**src/hdl/periph_pkg.sv**
```systemverilog
package periph_pkg;

    // ------------------------------------------------------------------------
    // bus widths
    // ------------------------------------------------------------------------
    typedef logic [31:0] addr_t;
    typedef logic [31:0] data_t;

    // word index inside one peripheral
    typedef logic [2:0]  reg_idx_t;

    // peripheral region number
    typedef logic [3:0]  region_t;

    // address fields
    localparam int RegionMsb = 15;
    localparam int RegionLsb = 12;
    localparam int IdxMsb    = 4;
    localparam int IdxLsb    = 2;

    // ------------------------------------------------------------------------
    // region map
    // ------------------------------------------------------------------------
    localparam region_t RegionIrq   = 4'd0;
    localparam region_t RegionUart  = 4'd1;
    localparam region_t RegionTimer = 4'd2;

    // read data for holes in the map
    localparam data_t FillerWord = 32'hdeadbeef;

    // uart transmitter states
    typedef enum logic [1:0] {
        UART_IDLE,
        UART_START,
        UART_DATA,
        UART_STOP
    } uart_state_t;

endpackage

```
**src/hdl/periph_decoder.sv**
```systemverilog
`timescale 1ns/1ps

module periph_decoder import periph_pkg::*; (
    input  logic     clk_i,
    input  logic     arst_n_i,
    // request channel
    input  logic     req_valid_i,
    input  addr_t    req_addr_i,
    input  logic     req_write_i,
    input  data_t    req_wdata_i,
    output logic     req_ready_o,
    // response channel
    output logic     rsp_valid_o,
    output data_t    rsp_rdata_o,
    output logic     rsp_error_o,
    input  logic     rsp_ready_i,
    // peripheral side
    output logic     sel_irq_o,
    output logic     sel_uart_o,
    output logic     sel_timer_o,
    output logic     wr_o,
    output reg_idx_t idx_o,
    output data_t    wdata_o,
    input  data_t    rdata_irq_i,
    input  data_t    rdata_uart_i,
    input  data_t    rdata_timer_i,
    input  logic     err_irq_i,
    input  logic     err_uart_i,
    input  logic     err_timer_i
);

    logic    rsp_valid_q;
    data_t   rsp_rdata_q;
    logic    rsp_error_q;
    region_t region;
    logic    accept;
    data_t   sel_rdata;
    logic    sel_err;

    // one transaction in flight at most
    assign req_ready_o = ~rsp_valid_q;
    assign accept      = req_valid_i & req_ready_o;
    assign region      = req_addr_i[RegionMsb:RegionLsb];

    // strobes last for the accept cycle only
    assign sel_irq_o   = accept && (region == RegionIrq);
    assign sel_uart_o  = accept && (region == RegionUart);
    assign sel_timer_o = accept && (region == RegionTimer);

    assign wr_o    = req_write_i;
    assign idx_o   = req_addr_i[IdxMsb:IdxLsb];
    assign wdata_o = req_wdata_i;

    // unmapped regions answer with the filler word and an error
    always_comb begin
        sel_rdata = FillerWord;
        sel_err   = 1'b1;
        case (region)
            RegionIrq: begin
                sel_rdata = rdata_irq_i;
                sel_err   = err_irq_i;
            end
            RegionUart: begin
                sel_rdata = rdata_uart_i;
                sel_err   = err_uart_i;
            end
            RegionTimer: begin
                sel_rdata = rdata_timer_i;
                sel_err   = err_timer_i;
            end
            default: ;
        endcase
    end

    always_ff @(posedge clk_i or negedge arst_n_i) begin
        if (!arst_n_i) begin
            rsp_valid_q <= 1'b0;
        end else if (accept) begin
            rsp_valid_q <= 1'b1;
        end else if (rsp_ready_i) begin
            rsp_valid_q <= 1'b0;
        end
    end

    // response payload, captured once per request
    always_ff @(posedge clk_i) begin
        if (accept) begin
            rsp_rdata_q <= req_write_i ? '0 : sel_rdata;
            rsp_error_q <= sel_err;
        end
    end

    assign rsp_valid_o = rsp_valid_q;
    assign rsp_rdata_o = rsp_rdata_q;
    assign rsp_error_o = rsp_error_q;

endmodule

```
**src/hdl/irq_ctrl.sv**
```systemverilog
`timescale 1ns/1ps

module irq_ctrl import periph_pkg::*; #(
    parameter int TimerCnt  = 2,
    parameter int PrioWidth = 2
) (
    input  logic              clk_i,
    input  logic              arst_n_i,
    input  logic              sel_i,
    input  logic              wr_i,
    input  reg_idx_t          idx_i,
    input  data_t             wdata_i,
    output data_t             rdata_o,
    output logic              err_o,
    input  logic [TimerCnt:0] src_i,
    output logic              irq_o
);

    localparam int       SrcCnt       = 1 + TimerCnt;
    localparam int       IdWidth      = $clog2(SrcCnt + 1);
    localparam reg_idx_t IdxEnable    = 3'd0;
    localparam reg_idx_t IdxThreshold = 3'd1;
    localparam int       IdxPrio      = 2;
    localparam reg_idx_t IdxClaim     = 3'd7;

    typedef logic [PrioWidth-1:0] prio_t;
    typedef logic [IdWidth-1:0]   src_id_t;

    logic [SrcCnt-1:0] enable_q;
    logic [SrcCnt-1:0] pending_q;
    logic [SrcCnt-1:0] in_service_q;
    prio_t             threshold_q;
    prio_t             prio_q [SrcCnt];
    src_id_t           best_id;
    prio_t             best_prio;
    logic              claim;
    logic              complete;
    logic [SrcCnt-1:0] claim_mask;
    logic [SrcCnt-1:0] complete_mask;
    logic [SrcCnt-1:0] gate_set;

    // ------------------------------------------------------------------------
    // highest priority pending source above threshold
    // ------------------------------------------------------------------------
    always_comb begin
        best_id   = '0;
        best_prio = threshold_q;
        // strict compare keeps the lower source on a tie
        for (int i = 0; i < SrcCnt; i++) begin
            if (pending_q[i] && enable_q[i] && (prio_q[i] > best_prio)) begin
                best_id   = src_id_t'(i + 1);
                best_prio = prio_q[i];
            end
        end
    end

    assign irq_o = (best_id != '0);

    assign claim    = sel_i & ~wr_i & (idx_i == IdxClaim);
    assign complete = sel_i & wr_i & (idx_i == IdxClaim);

    always_comb begin
        claim_mask    = '0;
        complete_mask = '0;
        for (int i = 0; i < SrcCnt; i++) begin
            claim_mask[i]    = claim && (best_id == src_id_t'(i + 1));
            complete_mask[i] = complete && (wdata_i == data_t'(i + 1));
        end
    end

    // level gateways, blocked while in service
    assign gate_set = src_i & ~in_service_q;

    // register read mux
    always_comb begin
        rdata_o = '0;
        err_o   = 1'b0;
        if (idx_i == IdxClaim) begin
            rdata_o = data_t'(best_id);
        end else if (idx_i == IdxEnable) begin
            rdata_o = data_t'(enable_q);
        end else if (idx_i == IdxThreshold) begin
            rdata_o = data_t'(threshold_q);
        end else if (int'(idx_i) >= IdxPrio && int'(idx_i) < IdxPrio + SrcCnt) begin
            rdata_o = data_t'(prio_q[int'(idx_i) - IdxPrio]);
        end else begin
            err_o = 1'b1;
        end
    end

    always_ff @(posedge clk_i or negedge arst_n_i) begin
        if (!arst_n_i) begin
            enable_q     <= '0;
            threshold_q  <= '0;
            pending_q    <= '0;
            in_service_q <= '0;
            for (int i = 0; i < SrcCnt; i++) begin
                prio_q[i] <= '0;
            end
        end else begin
            pending_q    <= (pending_q | gate_set) & ~claim_mask;
            in_service_q <= (in_service_q | claim_mask) & ~complete_mask;
            if (sel_i && wr_i && !err_o) begin
                if (idx_i == IdxEnable) begin
                    enable_q <= wdata_i[SrcCnt-1:0];
                end
                if (idx_i == IdxThreshold) begin
                    threshold_q <= wdata_i[PrioWidth-1:0];
                end
                for (int i = 0; i < SrcCnt; i++) begin
                    if (int'(idx_i) == IdxPrio + i) begin
                        prio_q[i] <= wdata_i[PrioWidth-1:0];
                    end
                end
            end
        end
    end

endmodule

```
**src/hdl/uart_tx.sv**
```systemverilog
`timescale 1ns/1ps

module uart_tx import periph_pkg::*; (
    input  logic     clk_i,
    input  logic     arst_n_i,
    input  logic     sel_i,
    input  logic     wr_i,
    input  reg_idx_t idx_i,
    input  data_t    wdata_i,
    output data_t    rdata_o,
    output logic     err_o,
    output logic     tx_o,
    output logic     irq_o
);

    localparam reg_idx_t IdxData   = 3'd0;
    localparam reg_idx_t IdxStatus = 3'd1;
    localparam reg_idx_t IdxCtrl   = 3'd2;
    localparam reg_idx_t IdxDiv    = 3'd3;
    localparam data_t    DivReset  = 32'd16;

    uart_state_t state_q;
    data_t       div_q;
    data_t       cyc_cnt_q;
    logic [2:0]  bit_cnt_q;
    logic [7:0]  shift_q;
    logic        tx_q;
    logic        irq_en_q;
    logic        busy;
    logic        bit_end;
    logic        wr_ok;

    assign busy    = (state_q != UART_IDLE);
    assign bit_end = (cyc_cnt_q >= div_q - 1);
    assign tx_o    = tx_q;
    assign irq_o   = irq_en_q & ~busy;

    // status holds busy in bit 0 and the fsm state in bits 2:1
    always_comb begin
        rdata_o = '0;
        err_o   = 1'b0;
        case (idx_i)
            IdxData:   err_o = wr_i & busy;
            IdxStatus: rdata_o = data_t'({state_q, busy});
            IdxCtrl:   rdata_o = data_t'(irq_en_q);
            IdxDiv: begin
                rdata_o = div_q;
                err_o   = wr_i && (wdata_i < 32'd2);
            end
            default:   err_o = 1'b1;
        endcase
    end

    assign wr_ok = sel_i & wr_i & ~err_o;

    // ------------------------------------------------------------------------
    // frame fsm, one bit every div_q cycles
    // ------------------------------------------------------------------------
    always_ff @(posedge clk_i or negedge arst_n_i) begin
        if (!arst_n_i) begin
            state_q   <= UART_IDLE;
            div_q     <= DivReset;
            cyc_cnt_q <= '0;
            bit_cnt_q <= '0;
            shift_q   <= '0;
            tx_q      <= 1'b1;
            irq_en_q  <= 1'b0;
        end else begin
            if (wr_ok && idx_i == IdxCtrl) begin
                irq_en_q <= wdata_i[0];
            end
            if (wr_ok && idx_i == IdxDiv) begin
                div_q <= wdata_i;
            end
            if (wr_ok && idx_i == IdxData) begin
                state_q   <= UART_START;
                shift_q   <= wdata_i[7:0];
                cyc_cnt_q <= '0;
                bit_cnt_q <= '0;
                tx_q      <= 1'b0;
            end else if (busy) begin
                if (bit_end) begin
                    cyc_cnt_q <= '0;
                    case (state_q)
                        UART_START: begin
                            state_q <= UART_DATA;
                            tx_q    <= shift_q[0];
                        end
                        UART_DATA: begin
                            shift_q   <= {1'b0, shift_q[7:1]};
                            bit_cnt_q <= bit_cnt_q + 3'd1;
                            if (bit_cnt_q == 3'd7) begin
                                state_q <= UART_STOP;
                                tx_q    <= 1'b1;
                            end else begin
                                tx_q <= shift_q[1];
                            end
                        end
                        default: state_q <= UART_IDLE;
                    endcase
                end else begin
                    cyc_cnt_q <= cyc_cnt_q + 32'd1;
                end
            end
        end
    end

endmodule

```
**src/hdl/timer_bank.sv**
```systemverilog
`timescale 1ns/1ps

module timer_bank import periph_pkg::*; #(
    parameter int TimerCnt = 2
) (
    input  logic                clk_i,
    input  logic                arst_n_i,
    input  logic                sel_i,
    input  logic                wr_i,
    input  reg_idx_t            idx_i,
    input  data_t               wdata_i,
    output data_t               rdata_o,
    output logic                err_o,
    output logic [TimerCnt-1:0] irq_o
);

    // word offsets inside one timer's group of four
    localparam logic [1:0] RegCtrl  = 2'd0;
    localparam logic [1:0] RegCount = 2'd1;
    localparam logic [1:0] RegCmp   = 2'd2;

    logic [TimerCnt-1:0] en_q;
    logic [TimerCnt-1:0] flag_q;
    logic [TimerCnt-1:0] match;
    data_t               count_q [TimerCnt];
    data_t               cmp_q [TimerCnt];
    int                  tsel;
    logic [1:0]          treg;
    logic                wr_ok;

    assign tsel  = int'(idx_i[2]);
    assign treg  = idx_i[1:0];
    assign irq_o = flag_q;

    always_comb begin
        for (int k = 0; k < TimerCnt; k++) begin
            match[k] = en_q[k] && (count_q[k] == cmp_q[k]);
        end
    end

    always_comb begin
        rdata_o = '0;
        err_o   = 1'b0;
        if (tsel >= TimerCnt) begin
            err_o = 1'b1;
        end else begin
            case (treg)
                RegCtrl:  rdata_o = data_t'({flag_q[tsel], en_q[tsel]});
                RegCount: rdata_o = count_q[tsel];
                RegCmp:   rdata_o = cmp_q[tsel];
                default:  err_o = 1'b1;
            endcase
        end
    end

    assign wr_ok = sel_i & wr_i & ~err_o;

    // ------------------------------------------------------------------------
    // counters and register writes
    // ------------------------------------------------------------------------
    always_ff @(posedge clk_i or negedge arst_n_i) begin
        if (!arst_n_i) begin
            en_q   <= '0;
            flag_q <= '0;
            for (int k = 0; k < TimerCnt; k++) begin
                count_q[k] <= '0;
                cmp_q[k]   <= '0;
            end
        end else begin
            for (int k = 0; k < TimerCnt; k++) begin
                if (match[k]) begin
                    count_q[k] <= '0;
                    flag_q[k]  <= 1'b1;
                end else if (en_q[k]) begin
                    count_q[k] <= count_q[k] + 32'd1;
                end
                if (wr_ok && tsel == k) begin
                    case (treg)
                        RegCtrl: begin
                            en_q[k] <= wdata_i[0];
                            // write one to clear, a fresh match wins
                            if (wdata_i[1] && !match[k]) begin
                                flag_q[k] <= 1'b0;
                            end
                        end
                        RegCount: count_q[k] <= wdata_i;
                        RegCmp:   cmp_q[k] <= wdata_i;
                        default: ;
                    endcase
                end
            end
        end
    end

endmodule

```
**src/hdl/periph_top.sv**
```systemverilog
`timescale 1ns/1ps

module periph_top import periph_pkg::*; #(
    parameter int TimerCnt  = 2,
    parameter int PrioWidth = 2
) (
    input  logic  clk_i,
    input  logic  arst_n_i,
    // register bus
    input  logic  req_valid_i,
    input  addr_t req_addr_i,
    input  logic  req_write_i,
    input  data_t req_wdata_i,
    output logic  req_ready_o,
    output logic  rsp_valid_o,
    output data_t rsp_rdata_o,
    output logic  rsp_error_o,
    input  logic  rsp_ready_i,
    // uart line and interrupt
    output logic  tx_o,
    output logic  irq_o
);

    logic sel_irq, sel_uart, sel_timer;
    logic wr;
    reg_idx_t idx;
    data_t wdata;
    data_t rdata_irq, rdata_uart, rdata_timer;
    logic err_irq, err_uart, err_timer;

    // source 0 is the uart, timers follow
    logic [TimerCnt:0] irq_src;

    // ------------------------------------------------------------------------
    // address decoder
    // ------------------------------------------------------------------------
    periph_decoder i_decoder (
        .clk_i, .arst_n_i,
        .req_valid_i, .req_addr_i, .req_write_i, .req_wdata_i, .req_ready_o,
        .rsp_valid_o, .rsp_rdata_o, .rsp_error_o, .rsp_ready_i,
        .sel_irq_o     ( sel_irq     ),
        .sel_uart_o    ( sel_uart    ),
        .sel_timer_o   ( sel_timer   ),
        .wr_o          ( wr          ),
        .idx_o         ( idx         ),
        .wdata_o       ( wdata       ),
        .rdata_irq_i   ( rdata_irq   ),
        .rdata_uart_i  ( rdata_uart  ),
        .rdata_timer_i ( rdata_timer ),
        .err_irq_i     ( err_irq     ),
        .err_uart_i    ( err_uart    ),
        .err_timer_i   ( err_timer   )
    );

    // ------------------------------------------------------------------------
    // peripherals
    // ------------------------------------------------------------------------
    irq_ctrl #(.TimerCnt(TimerCnt), .PrioWidth(PrioWidth)) i_irq_ctrl (
        .clk_i, .arst_n_i,
        .sel_i(sel_irq), .wr_i(wr), .idx_i(idx), .wdata_i(wdata),
        .rdata_o(rdata_irq), .err_o(err_irq), .src_i(irq_src), .irq_o
    );

    uart_tx i_uart_tx (
        .clk_i, .arst_n_i,
        .sel_i(sel_uart), .wr_i(wr), .idx_i(idx), .wdata_i(wdata),
        .rdata_o(rdata_uart), .err_o(err_uart), .tx_o, .irq_o(irq_src[0])
    );

    timer_bank #(.TimerCnt(TimerCnt)) i_timer_bank (
        .clk_i, .arst_n_i,
        .sel_i(sel_timer), .wr_i(wr), .idx_i(idx), .wdata_i(wdata),
        .rdata_o(rdata_timer), .err_o(err_timer), .irq_o(irq_src[TimerCnt:1])
    );

endmodule

```
**config.mk**
```make
export PLATFORM = sky130hd
export DESIGN_NAME = periph_top
export DESIGN_NICKNAME = d
export VERILOG_FILES = /design/src/hdl/periph_pkg.sv /design/src/hdl/periph_decoder.sv /design/src/hdl/irq_ctrl.sv /design/src/hdl/uart_tx.sv /design/src/hdl/timer_bank.sv /design/src/hdl/periph_top.sv
export SDC_FILE = /design/constraint.sdc
export NUM_CORES = 1
export LEC_CHECK = 0
export ABC_CLOCK_PERIOD_IN_PS = 7800
export BUFFER_PORTS_ARGS = -buffer_cell sky130_fd_sc_hd__buf_4
export CAP_MARGIN = 20
export CORE_UTILIZATION = 55
export DETAILED_ROUTE_END_ITERATION = 16
export PLACE_DENSITY = 0.73
export SLEW_MARGIN = 25
export SYNTH_ARGS = -nofsm -noshare
export SYNTH_HDL_FRONTEND = slang
export SYNTH_HIERARCHICAL = 1
export SYNTH_SLANG_ARGS = --single-unit
```
**constraint.sdc**
```tcl
create_clock -name clk_i -period 7.8 [get_ports clk_i]
set_input_delay 1.56 -clock clk_i [delete_from_list [all_inputs] [get_ports clk_i]]
set_output_delay 1.56 -clock clk_i [all_outputs]
set_load 0.01 [all_outputs]
```
== Yosys cells after proc, flatten, opt, wreduce, memory -nomap -nowiden ==
Index checks and enable logic that the tools add are counted.

* Word-level logic and storage cells: 219
* Output and inout bits: 37
* Bits in registers: 262

* Equality and inequality tests: 23
* Add/sub/neg operators: 6
* Magnitude comparators: 11
* Muxes and demuxes: 73
* Reductions and logical operators: 56
* Bitwise operators: 26

{| class="wikitable"
|+ Operator list
! cell !! count
|-
| $mux W32 || 21
|-
| $pmux W32 S3 || 3
|-
| $add A32 B1 Y32 const B || 3
|-
| $eq A32 B2 Y1 const B || 2
|-
| $eq A32 B32 Y1 || 2
|-
| $eq A32 B1 Y1 const B || 1
|-
| $ge A32 B2 Y1 const B || 1
|-
| $ge A32 B3 Y1 const B || 1
|-
| $ge A32 B32 Y1 || 1
|-
| $logic_not A32 Y1 || 1
|-
| $lt A32 B2 Y1 const B || 1
|-
| $mux W8 || 4
|-
| $not A1 Y32 || 1
|-
| $not A32 Y32 || 1
|-
| $sub A32 B1 Y32 const B || 1
|-
| $logic_and A1 B1 Y1 || 28
|-
| $mux W1 || 25
|-
| $mux W2 || 11
|-
| $reduce_and A2 Y1 || 9
|-
| $eq A3 B3 Y1 const B || 5
|-
| $mux W3 || 4
|-
| $reduce_bool A2 Y1 || 6
|-
| $and A1 B1 Y1 || 11
|-
| $and A3 B3 Y3 || 3
|-
| 29 further kinds || 49
|}

== Longest topological paths before layout ==
Gate-level depths: netlist of run 1.

* Depth after elaboration: 13
* Gate-level depth with buffers: 17
* Gate-level depth less buffers: 16

== By module ==
Netlist of run 1, hierarchy kept.

{| class="wikitable"
|+ By module, submodules not included
! module !! times used !! cells an instance !! area an instance (um^2) !! seq. area each (um^2)
|-
| timer_bank || 1 || 812 || 8140.3 || 3303.2
|-
| uart_tx || 1 || 569 || 5278.8 || 1979.4
|-
| periph_decoder || 1 || 209 || 2214.6 || 1016.0
|-
| irq_ctrl || 1 || 151 || 1383.8 || 425.4
|}

== Worst setup path before layout of run 1 ==
OpenSTA, ideal clock, no wires.

* Path kind: input to register
* Start: in req_valid_i
* End: reg i_timer_bank/cmp_q[32] (netlist name)
* Stages: 8
* Setup time: 0.125 ns
* Path slack: 2.647 ns
* Buffers on the path: 1
* Data arrival time: 5.029 ns
* Path through: nor2b_1 > nand2_1 > nor3b_1 > nand2_1 > or3_1 > nor2_1 > clkbuf_1 > mux2_2

* Word-level cells in the longest chain between the ends: 6

{| class="wikitable"
|+ Ends and longest elaborated chain
! what !! line !! RTL
|-
| start, declared || periph_top.sv:10 || <nowiki>input logic req_valid_i,</nowiki>
|-
| $and A1 B1 Y1 || periph_decoder.sv:42 || <nowiki>assign accept = req_valid_i & req_ready_o;</nowiki>
|-
| $logic_and A1 B1 Y1 || periph_decoder.sv:48 || <nowiki>assign sel_timer_o = accept && (region == RegionTimer);</nowiki>
|-
| net sel_timer || periph_top.sv:24 || <nowiki>logic sel_irq, sel_uart, sel_timer;</nowiki>
|-
| $and A1 B1 Y1 (2 in series) || timer_bank.sv:56 || <nowiki>assign wr_ok = sel_i & wr_i & ~err_o;</nowiki>
|-
| $logic_and A1 B1 Y1 || timer_bank.sv:77 || <nowiki>if (wr_ok && tsel == k) begin</nowiki>
|-
| $reduce_and A2 Y1 (no line) || n/a ||
|-
| end signal, assigned by index || timer_bank.sv:87 || <nowiki>RegCmp: cmp_q[k] <= wdata_i;</nowiki>
|-
| end, declared || timer_bank.sv:26 || <nowiki>data_t cmp_q [TimerCnt];</nowiki>
|}

The timed path passes the listed nets, and every way through them passes these cells.
A chain may end at the register's enable or synchronous reset.

== Worst setup path after layout of run 1 ==
* Start: reg i_irq_ctrl.threshold_q[1]
* End: out irq_o

* Word-level cells in the longest chain between the ends: 10
* Elaborated cells between the ends (all ways): 12
* Those cells by class: order compare: 3; mux: 5; reduce/logical: 4

{| class="wikitable"
|+ Ends and longest elaborated chain
! what !! line !! RTL
|-
| start, declared || irq_ctrl.sv:32 || <nowiki>prio_t threshold_q;</nowiki>
|-
| start signal, assigned || irq_ctrl.sv:108 || <nowiki>threshold_q <= wdata_i[PrioWidth-1:0];</nowiki>
|-
| $gt A2 B2 Y1 || irq_ctrl.sv:50 || <nowiki>if (pending_q[i] && enable_q[i] && (prio_q[i] > best_prio)) begin</nowiki>
|-
| $logic_and A1 B1 Y1 || irq_ctrl.sv:50 ||
|-
| $mux W2 || irq_ctrl.sv:50 ||
|-
| $gt A2 B2 Y1 || irq_ctrl.sv:50 ||
|-
| $logic_and A1 B1 Y1 || irq_ctrl.sv:50 ||
|-
| $mux W2 || irq_ctrl.sv:50 ||
|-
| $gt A2 B2 Y1 || irq_ctrl.sv:50 ||
|-
| $logic_and A1 B1 Y1 || irq_ctrl.sv:50 ||
|-
| $mux W2 * || irq_ctrl.sv:50 ||
|-
| $reduce_bool A2 Y1 * || irq_ctrl.sv:57 || <nowiki>assign irq_o = (best_id != '0);</nowiki>
|-
| end, declared || periph_top.sv:21 || <nowiki>output logic irq_o</nowiki>
|}

Every way passes the cells marked *; elsewhere a longest branch is shown, timed or not.

==> run summary, run 1 <==
Run status -> finished, final reports clean
Later-pin clock latency in the skew report -> 0.56 ns
Placeable Area -> 30500 um^2
Post-Synth Adder-Cell Area -> 0.0346
Total Routing Usage GR -> 0.302
Crit-path cells -> inv_1 -> ha_1 -> nor2b_1 -> o2111ai_2 -> mux2i_1 -> ha_1 -> nor2b_1 -> o2111ai_1 -> nor2_1 -> a21o_1 -> ha_1 -> nor2b_1 -> o2111a_1 -> nor2_1 -> nand2_1 -> buf_4
WL/cell -> 22.1 um
Worst-Margin Slew -> 0.994 ns
Clk sink count -> 262
Peak supply drop -> 0.164 mV
YS warnings -> 6
Post-DP HPWL -> 33500 um
CP startpoint kind -> flop
Mux share of post-synthesis cell area -> 0.118
Flop-to-flop setup slack -> 2.29 ns
Post-cts resize count -> 0
Most used DFF post-synth -> dfrtp_1
Hold slack -> 0.502 ns
Slew headroom -> 0.332
Vias in the first global route -> 13200
Commonest non-fill, non-tap cell in the layout -> dfrtp_1
Max Slew Vio Count -> 0
# H-tree levels -> 1
Clk pwr share -> 0.357
DRT Pass-1 Iters -> 5
R2R Path End -> i_uart_tx/shift_q[3]$_DFFE_PN0P_
Power, Total -> 3.90 mW
GP Congestion -> 0.898
Number of synthesized register bits -> 262
Simple-gate portion of the synthesized area -> 0.169
Clk slew on worst S/H paths -> 0.06 ns
Worst hold start -> i_uart_tx/bit_cnt_q[1]$_DFFE_PN0P_
Netlist cell types -> 84
Compound-cell area share of the yosys netlist -> 0.140
RSZ-0062 raised after global routing -> false
WP data arrival -> 4.27 ns
First-pass GRT wire length -> 74000 um
Worst path max stage delay -> 0.40 ns
Area growth syn-to-layout -> 8.09%
Comb power frac -> 0.201
Post-synth EDFFs -> 33
Min-Delay Path Class -> flop to flop
Most frequent cells in the layout -> 227 x dfrtp_1, 155 x nand2_1, 96 x buf_4
Post-CTS Hold Buffers -> 0
Crit path launch -> i_irq_ctrl/threshold_q[1]$_DFFE_PN0P_
Mapped cell area -> 17000 um^2
Cell Int Power -> 2.65 mW
Nets -> 1837
Cell row count -> 64
Maximum fanout along the worst path -> 6
CP max stage cell -> dfrtp_1
Hold endpoint -> i_uart_tx/bit_cnt_q[1]$_DFFE_PN0P_
WP data required -> 6.24 ns
Die height -> 178 um
Vias -> 13500
Iteration-0 DRC Markers -> 1215
Period minus WS final -> 5.83 ns
Switch Pwr -> 1.25 mW
Port bufs -> 80
Fraction of registers with async set/reset -> 0.874
Pwr/cell area -> 212 nW/um^2
Layout cells sized above 1 -> 0.162
Post-CTS setup buffer count -> 0
R2R cell count -> 14
Drc violations -> 0
CP endpoint kind -> primary output
Post-route ant nets -> 0
Avg Synthesized Cell Area -> 9.77 um^2
TritonCTS Buffers -> 30
Initial antenna violation count -> 2
Setup CP Type -> flop to primary output
Clock root buffer -> clkbuf_16
Die width -> 178 um
Seq/Total Area, Yosys -> 0.395
Total gr overflow -> 0
Die area -> 31600 um^2
Cells after Synth -> 1741
P_leak -> 7.83 nW
CTS tree -> done
Hold path depth -> 1
Synth Area in XOR/XNOR -> 0.0741
Largest family of logic cells by synthesized area -> simple AND/OR/NAND/NOR gates
Sequential share of power -> 0.442
Highest Clock Rate -> 0.171 GHz
Max Cap Viol -> 0
Final WL -> 47200 um
Clock Path Buffers -> 3
Final setup viols -> 0
Final cycle utilization of the critical path -> 0.748
Via density -> 6.33
Worst R2R Start -> i_uart_tx/div_q[5]$_DFFE_PN0P_
Diode count -> 0
Clock skew -> 0.0136 ns
Sw frac -> 0.321
Initial Util -> 0.558
Pin count of the biggest net entering global routing -> 91
Final TNS setup -> 0 ns
I/O pins -> 106
Final Hold Fails -> 0
-- state kept, by name, indices dropped and copies added (netlist names) --
name,flops
i_decoder/rsp_error_o,1
i_irq_ctrl/prio_q,6
i_irq_ctrl/pending_q,3
i_irq_ctrl/in_service_q,3
i_decoder/rsp_rdata_o,32
i_timer_bank/cmp_q,64
i_uart_tx/div_q,32
i_uart_tx/irq_en_q,1
i_timer_bank/en_q,2
i_uart_tx/cyc_cnt_q,32
i_uart_tx/shift_q,8
i_decoder/rsp_valid_o,1
i_uart_tx/bit_cnt_q,3
i_uart_tx/tx_o,1
i_irq_ctrl/enable_q,3
i_timer_bank/irq_o,2
i_uart_tx/state_q,2
i_irq_ctrl/threshold_q,2
i_timer_bank/count_q,64
-- metal layers --
| metal | vias to the layer above | part of all wire | routed length (um) | global-route usage |
|---|---|---|---|---|
| li1 | 6239 | - | - | - |
| met1 | 6628 | 0.42 | 19800 | 0.403 |
| met2 | 537 | 0.47 | 22100 | 0.482 |
| met3 | 135 | 0.065 | 3080 | 0.0420 |
| met4 | 2 | 0.046 | 2190 | 0.144 |
| met5 | - | 0.00028 | 13 | 0 |
-- stage by stage --
stage / std cells / cell area [um^2] / utilization / worst slack (ns)
final: 2140 / 18400 / 0.603 / 1.97
after global routing: 2140 / 18400 / 0.603 / 1.72
after CTS: 2140 / 18400 / 0.603 / 1.96
after detailed placement: 2085 / 17400 / 0.571 / 2.41
after global placement: 2084 / 17400 / 0.570 / 2.49
after floorplan: 1769 / 17100 / - / 2.65
-- power groups by stage --
stage / Clock, mW / Combinational, mW / Sequential, mW
2_1_floorplan: 0 / 0.623 / 1.64
3_3_place_gp: 0 / 0.748 / 1.73
3_5_place_dp: 0 / 0.769 / 1.74
4_1_cts: 1.41 / 0.773 / 1.72
5_1_grt: 1.47 / 0.854 / 1.74
6_report: 1.39 / 0.783 / 1.72
-- cell families after synthesis --
logic type               count (synthesis)
adder cells (fa/ha/maj)                 47
AND/OR/NAND/NOR                        530
AO/OA/AOI/OAI                          346
buffers and inverters                  223
flip-flops                             262
multiplexers                           188
other                                    1
XOR/XNOR                               144
-- cells in the mapped netlist (6+ instances only) --
cell / instances / share of area
clkbuf_1: 62 / 0.014
and3_1: 11 / 0.0040
buf_1: 17 / 0.0037
o21ai_0: 58 / 0.017
or2_2: 12 / 0.0044
ha_1: 47 / 0.035
nor2_1: 58 / 0.013
nand2b_1: 15 / 0.0055
nor4_1: 31 / 0.011
inv_1: 44 / 0.0097
a211oi_1: 6 / 0.0026
dfrtp_1: 227 / 0.33
edfxtp_1: 33 / 0.058
nand2_1: 155 / 0.034
a21oi_1: 84 / 0.025
a2bb2oi_1: 10 / 0.0051
xnor2_1: 49 / 0.025
buf_2: 25 / 0.0074
and2_1: 37 / 0.014
mux2_1: 29 / 0.019
mux2_2: 78 / 0.052
nand4_1: 32 / 0.012
xor2_1: 95 / 0.049
and4_1: 11 / 0.0057
nor3_1: 40 / 0.012
a221o_1: 11 / 0.0065
or4_1: 8 / 0.0035
nand3_1: 55 / 0.016
o311ai_0: 8 / 0.0041
or3_1: 20 / 0.0074
a221o_2: 14 / 0.0093
mux2i_1: 81 / 0.048
buf_4: 69 / 0.030
nor2b_1: 10 / 0.0037
o22ai_1: 46 / 0.017
o31ai_1: 57 / 0.025
-- worst max path at each step --
stage                                              end  cells past startpoint
CTS                                              irq_o                     16
floorplan           i_timer_bank/cmp_q[32]$_DFFE_PN0P_                      8
detailed placement  i_uart_tx/bit_cnt_q[1]$_DFFE_PN0P_                     14
global route                                     irq_o                     16
global placement      i_uart_tx/shift_q[3]$_DFFE_PN0P_                     14
finish                                           irq_o                     16
-- cell type report --
class	count	area (um^2)
fill	2553	12100
multi-input combinational	1284	9270
sequential	262	6720
clock buffer	42	827
timing repair buffer	99	774
tap	396	495
inverter	44	165
clock inverter	13	135
-- worst max-delay path: cells and delay by family, from the launching register on --
| family | cells | cell delay [ns] |
|---|---|---|
| compound gates | 4 | 1.17 |
| fa+ha+maj | 3 | 0.87 |
| buf+inv | 2 | 0.24 |
| flops | 1 | 0.40 |
| mux | 1 | 0.32 |
| simple gates | 6 | 0.74 |
No activity file was read; power rests on OpenSTA's default activity.
==> inputs of run 2 (changes only) <==
ABC_CLOCK_PERIOD_IN_PS = 4700   (was 7800)
PLACE_DENSITY = 0.76   (was 0.73)
clock period = 4.7 ns   (was 7.8 ns; I/O delays follow)
==> run 2 against run 1 <==
  * Critical path depth is the same
  * Final cell count grew 1.6%
  * Global-route usage grew 0.76 points
  * First-iteration DRC count grew 5.5%
  * Count of clock-buffer cells in the layout shrank 2
==> run summary, run 2 (synthesis results as in run 1) <==
# H-tree levels -> 1 (unchanged)
Highest Clock Rate -> 0.216 GHz
Worst path max stage delay -> 0.40 ns (about the same)
Initial antenna violation count -> 0 (-2)
Clk sink count -> 262 (unchanged)
Port bufs -> 80 (unchanged)
Die width -> 178 um (unchanged)
Placed cell area -> 17600 um^2 (+0.76%)
Flop-to-flop setup slack -> 0.08 ns (-2.21 ns)
CP Capture Point -> irq_o
Final Hold Fails -> 0 (unchanged)
Post-placement cell count -> 2101 (+0.77%)
Most frequent cells in the layout -> 227 x dfrtp_1, 154 x nand2_1, 125 x buf_4
Biggest regs -> i_timer_bank/cmp_q x64, i_timer_bank/count_q x64
Number of cells on the critical path -> 16 (unchanged)
GP Congestion -> 0.923 (+2.8%)
Final worst slack -> 0.0657 ns (-1.90 ns)
Post-DP HPWL -> 34400 um (+2.5%)
Final cycle utilization of the critical path -> 0.986
Crit-path cells -> inv_2 -> ha_4 -> nor2b_4 -> o2111ai_4 -> mux2i_2 -> ha_1 -> nor2b_4 -> o2111ai_4 -> nor2_1 -> a21o_1 -> ha_4 -> nor2b_1 -> o2111a_2 -> nor2_2 -> nand2_1 -> buf_6
Drc violations -> 0 (unchanged)
Vias -> 14000 (+3.6%)
Later-pin clock latency in the skew report -> 0.57 ns (about the same)
WP data required -> 3.76 ns (-2.48 ns)
TritonCTS Buffers -> 30 (unchanged)
Delay-heaviest family, CP -> compound AO/OA/AOI/OAI gates
Initial Util -> 0.558 (unchanged)
WP data arrival -> 3.69 ns (-0.58 ns)
Iteration-0 DRC Markers -> 1282 (+5.5%)
Min-Delay Path Class -> input pin to asynchronous set/reset pin
Slew headroom -> 0.369 (+0.0373)
Period minus WS final -> 4.63 ns
Die area -> 31600 um^2 (unchanged)
Max Cap Viol -> 0 (unchanged)
Worst R2R Start -> i_uart_tx/div_q[7]$_DFFE_PN0P_
Filler Cell Count -> 2424 (-5.1%)
First-pass GRT wire length -> 75800 um (+2.4%)
Clock root buffer -> clkbuf_16
Clock Path Buffers -> 3 (unchanged)
Nets -> 1870 (+1.8%)
RSZ-0062 raised after global routing -> true
Fin area -> 19000 um^2 (+3.2%)
Die height -> 178 um (unchanged)
Area growth syn-to-layout -> 11.5%
Post-layout util -> 0.622 (+0.0190)
CP max stage cell -> dfrtp_1
CP endpoint kind -> primary output
Total gr overflow -> 0 (unchanged)
Total Routing Usage GR -> 0.309 (+0.00756)
Clk slew on worst S/H paths -> 0.06 ns (about the same)
I/O pins -> 106 (unchanged)
Crit path launch -> i_irq_ctrl/threshold_q[1]$_DFFE_PN0P_
Peak supply drop -> 0.341 mV (+110%)
WL/cell -> 22.5 um (+1.8%)
Maximum fanout along the worst path -> 4 (-2)
Run status -> finished, final reports clean
Commonest non-fill, non-tap cell in the layout -> dfrtp_1
Diode count -> 0 (unchanged)
R2R cell count -> 15 (+1)
Max Slew Vio Count -> 0 (unchanged)
CTS tree -> done
DRT Pass-1 Iters -> 6 (+1)
Final WL -> 48800 um (+3.4%)
R2R Path End -> i_uart_tx/state_q[1]$_DFFE_PN0P_
Vias in the first global route -> 13300 (+1.1%)
Placeable Area -> 30500 um^2 (unchanged)
Via density -> 6.45 (+2.0%)
P_leak -> 8.09 nW (+3.2%)
Post-route ant nets -> 0 (unchanged)
Final cell count without fillers -> 2174 (+1.6%)
CP startpoint kind -> flop
Layout cells sized above 1 -> 0.193 (+0.0312)
Worst-Margin Slew -> 0.938 ns (-0.0563 ns)
Cell row count -> 64 (unchanged)
Clock skew -> 0.0186 ns (+0.00496 ns)
Setup CP Type -> flop to primary output
Pin count of the biggest net entering global routing -> 89 (-2.2%)
Pwr/cell area -> 355 nW/um^2 (+67%)
Final setup viols -> 0 (unchanged)
DP Worst Slack -> -0.0494 ns (-2.46 ns)
CP bufs+invs -> 2 (unchanged)
## run 2: changes by cell type in the layout (fill, tap and decap cells not counted), sizes merged
| cell | change |
|---|---|
| buf | +32 |
| bufinv | +2 |
| clkbuf | -1 |
| clkinv | -2 |
| clkinvlp | +2 |
| inv | +1 |
## run 2: layout make-up
cell class / count / area, um^2 / area share
multi-input cells: 1284 / 9440 / 0.497
flip-flops and latches: 262 / 6720 / 0.354
repair buffers: 132 / 1070 / 0.0563
clock buffers: 40 / 871 / 0.0459
well taps: 396 / 495 / 0.0261
clock inverters: 16 / 211 / 0.0111
inverters: 44 / 165 / 0.00870
## run 2: per-layer routing
layer | vias up | track usage | part of all wire
li1 | 6307 | - | -
met1 | 6972 | 0.413 | 0.40
met2 | 613 | 0.506 | 0.48
met3 | 136 | 0.0364 | 0.076
met4 | 0 | 0.131 | 0.042
met5 | - | 0 | 0
## run 2: worst min-delay path by stage
| stage | startpoint | endpoint | slack (ns) | depth (start not counted) |
|---|---|---|---|---|
| 2_1_floorplan | i_uart_tx/shift_q[7]$_DFFE_PN0P_ | i_uart_tx/shift_q[7]$_DFFE_PN0P_ | 0.47 | 1 |
| 3_3_place_gp | i_uart_tx/bit_cnt_q[1]$_DFFE_PN0P_ | i_uart_tx/bit_cnt_q[1]$_DFFE_PN0P_ | 0.48 | 1 |
| 3_5_place_dp | i_uart_tx/bit_cnt_q[2]$_DFFE_PN0P_ | i_uart_tx/bit_cnt_q[2]$_DFFE_PN0P_ | 0.50 | 1 |
| 4_1_cts | arst_n_i | i_uart_tx/shift_q[3]$_DFFE_PN0P_ | 0.38 | 1 |
| 5_1_grt | arst_n_i | i_uart_tx/shift_q[3]$_DFFE_PN0P_ | 0.40 | 1 |
| 6_report | arst_n_i | i_uart_tx/shift_q[4]$_DFFE_PN0P_ | 0.35 | 1 |
## run 2: where the power goes
group	internal [mW]	total, mW	switching, mW	leakage, nW
clock	1.57	2.53	0.964	0.527
sequential	2.51	2.87	0.359	3.19
combinational	0.525	1.33	0.804	4.37
total	4.60	6.73	2.13	8.09
## run 2: timing repair
| item | CTS | global route |
|---|---|---|
| pin swaps | 9 | 17 |
| buffers inserted | 9 | 6 |
| hold buffers | 0 | 0 |
| resized for setup | 15 | 19 |
| setup endpoints to repair | 8 | 45 |
| gates cloned | 0 | 1 |
| hold endpoints to repair | 0 | 0 |
## run 2: through the flow
step / setup TNS [ns] / power [mW] / hold slack [ns]
4_1_cts: -0.0512 / 6.72 / 0.384
6_report: 0 / 6.73 / 0.346
2_1_floorplan: 0 / 3.75 / 0.467
5_1_grt: -0.263 / 7.00 / 0.404
3_5_place_dp: -0.198 / 4.17 / 0.502
3_3_place_gp: 0 / 4.12 / 0.481
==> inputs of run 3 (changes only) <==
CAP_MARGIN = unset   (was 20)
SETUP_SLACK_MARGIN = 0.5   (was unset)
==> run 3 against run 2 <==
  * The run now ends with setup timing left
  * Sequential share of layout area down 1.7 points
  * First-iteration DRC count about the same
  * Sequential cell count unchanged
  * Count of clock-buffer cells in the layout unchanged
  * Worst hold slack better by 0.088 ns
  * Die area unchanged
  * Final cell count up 1.7%
  * Total power down 2.1%
  * Fmax down 1.5%
  * Critical path type unchanged
  * Critical endpoint unchanged
  * Largest cell class unchanged
  * Highest routed layer unchanged
==> run summary, run 3 (synthesis results as in run 1) <==
Clock skew -> 0.0121 ns (-0.00643 ns)
Maximum fanout along the worst path -> 4 (unchanged)
P_leak -> 8.45 nW (+4.4%)
CP endpoint kind -> primary output
Area growth syn-to-layout -> 17.3%
Most frequent cells in the layout -> 227 x dfrtp_1, 150 x nand2_1, 126 x buf_4
DRT Pass-1 Iters -> 6 (unchanged)
Final cell count without fillers -> 2211 (+1.7%)
Worst R2R Start -> i_uart_tx/div_q[5]$_DFFE_PN0P_
Later-pin clock latency in the skew report -> 0.55 ns (-0.02 ns)
WL/cell -> 23.5 um (+4.5%)
Pin count of the biggest net entering global routing -> 97 (+9.0%)
Post-CTS Hold Buffers -> 0 (unchanged)
Drc violations -> 0 (unchanged)
Clk sink count -> 262 (unchanged)
Min-Delay Path Class -> input pin to asynchronous set/reset pin
Vias -> 14400 (+2.5%)
Max Slew Vio Count -> 0 (unchanged)
Crit-path cells -> inv_2 -> ha_4 -> nor2b_4 -> o2111ai_4 -> mux2i_2 -> ha_1 -> nor2b_4 -> o2111ai_4 -> buf_6 -> mux2_4 -> ha_4 -> nand2_2 -> o2111a_2 -> nor2_4 -> nand2_2 -> buf_6
Die height -> 178 um (unchanged)
I/O pins -> 106 (unchanged)
Final setup viols -> 1 (+1)
WP data arrival -> 3.76 ns (+0.07 ns)
GP Congestion -> 0.931 (+0.87%)
Commonest non-fill, non-tap cell in the layout -> dfrtp_1
Post-placement cell count -> 2094 (-0.33%)
Placeable Area -> 30500 um^2 (unchanged)
Final Hold Fails -> 0 (unchanged)
DP Worst Slack -> -0.0650 ns (-0.0156 ns)
Peak supply drop -> 0.323 mV (-5.2%)
Post-route ant nets -> 0 (unchanged)
Final cycle utilization of the critical path -> 1.00 (+0.0150)
GR Layer Usage met3 -> 0.0493 (+0.0129)
Highest Clock Rate -> 0.213 GHz (-1.5%)
Met1 usage -> 0.406 (-0.00760)
Slew headroom -> 0.343 (-0.0266)
Nets -> 1908 (+2.0%)
Flop-to-flop setup slack -> 0.11 ns (+0.03 ns)
Biggest regs -> i_timer_bank/cmp_q x64, i_timer_bank/count_q x64
RSZ-0062 raised after global routing -> true
Initial Util -> 0.558 (unchanged)
Grt met2 use -> 0.527 (+0.0204)
Total gr overflow -> 0 (unchanged)
Post-DP HPWL -> 33800 um (-1.5%)
Die area -> 31600 um^2 (unchanged)
Failing checks -> setup timing
CP startpoint kind -> flop
Period minus WS final -> 4.70 ns (+0.0707 ns)
Cell row count -> 64 (unchanged)
Final WL -> 51900 um (+6.3%)
Filler Cell Count -> 2270 (-6.4%)
TritonCTS Buffers -> 29 (-3.3%)
Layout cells sized above 1 -> 0.248 (+0.0552)
Die width -> 178 um (unchanged)
GRT busiest layer -> met2
Total Routing Usage GR -> 0.319 (+0.00981)
# H-tree levels -> 1 (unchanged)
Port bufs -> 80 (unchanged)
CTS tree -> done
Initial antenna violation count -> 1 (+1)
Iteration-0 DRC Markers -> 1283 (+0.078%)
Pwr/cell area -> 330 nW/um^2 (-6.9%)
Run status -> complete, but fails checks
Clock root buffer -> clkbuf_16
Setup CP Type -> flop to primary output
WP data required -> 3.76 ns (about the same)
Vias in the first global route -> 13900 (+4.8%)
Clk slew on worst S/H paths -> 0.06 ns (about the same)
Final worst slack -> -0.00495 ns (-0.0707 ns)
First-pass GRT wire length -> 78200 um (+3.2%)
Worst path max stage delay -> 0.40 ns (about the same)
Power, Total -> 6.59 mW (-2.1%)
R2R Path End -> i_uart_tx/cyc_cnt_q[5]$_DFFE_PN0P_
Worst-Margin Slew -> 0.979 ns (+0.0404 ns)
Clock Path Buffers -> 3 (unchanged)
Max Cap Viol -> 0 (unchanged)
R2R cell count -> 16 (+1)
CP max stage cell -> dfrtp_1
Via density -> 6.50 (+0.74%)
run 3: timing repair:
item                       4_1_cts  5_1_grt
pin swaps                       50       45
setup endpoints to repair       48       48
setup buffers                   39       17
cloned                           5        1
gates resized for setup        124       73
run 3: area by class of cell:
cell class,count,area [um^2],share of cell area
diodes,1,2.50,0.000125
clock buffers,40,858,0.0430
inverters,44,165,0.00828
repair buffers,171,1580,0.0792
clock inverters,13,118,0.00589
flip-flops and latches,262,6720,0.337
multi-input cells,1284,10000,0.502
well taps,396,495,0.0248
run 3: how the worst max path moves through the flow:
stage / from / end / slack, ns / cells past startpoint
3_5_place_dp: i_uart_tx/div_q[7]$_DFFE_PN0P_ / i_uart_tx/shift_q[5]$_DFFE_PN0P_ / -0.07 / 16
2_1_floorplan: i_uart_tx/div_q[5]$_DFFE_PN0P_ / i_uart_tx/cyc_cnt_q[1]$_DFFE_PN0P_ / 0.47 / 16
3_3_place_gp: i_uart_tx/div_q[7]$_DFFE_PN0P_ / i_uart_tx/shift_q[4]$_DFFE_PN0P_ / 0.03 / 16
4_1_cts: i_irq_ctrl/prio_q[5]$_DFFE_PN0P_ / irq_o / -0.05 / 15
5_1_grt: i_irq_ctrl/threshold_q[1]$_DFFE_PN0P_ / irq_o / -0.13 / 16
6_report: i_irq_ctrl/threshold_q[1]$_DFFE_PN0P_ / irq_o / -0.005 / 16
run 3: layer usage:
layer	vias up	wire length, um
met5	-	0
met4	0	2640
met3	170	4030
met2	670	25000
met1	7136	20300
li1	6396	-
run 3: worst max-delay path: cells and delay by family, from the launching register on:
| family | cells | cell delay, ns |
|---|---|---|
| AO/OA/AOI/OAI | 3 | 0.64 |
| buffers and inverters | 3 | 0.33 |
| adder cells (fa/ha/maj) | 3 | 0.77 |
| AND/OR/NAND/NOR | 5 | 0.47 |
| flip-flops | 1 | 0.40 |
| multiplexers | 2 | 0.60 |
run 3: power by group:
part	total (mW)	switching (mW)	internal, mW	leakage, nW
combinational	1.40	0.827	0.574	4.77
clock	2.32	0.948	1.38	0.483
sequential	2.86	0.356	2.51	3.19
total	6.59	2.13	4.46	8.45
run 3: through the flow:
| step | TNS [ns] | hold slack [ns] | instance area, um^2 | util |
|---|---|---|---|---|
| after global placement | 0 | 0.480 | 17500 | 0.574 |
| after global routing | -0.131 | 0.492 | 20000 | 0.654 |
| final | -0.00495 | 0.434 | 20000 | 0.654 |
| after floorplan | 0 | 0.467 | 17200 | - |
| after CTS | -0.0533 | 0.467 | 19400 | 0.635 |
| after detailed placement | -0.416 | 0.490 | 17500 | 0.574 |
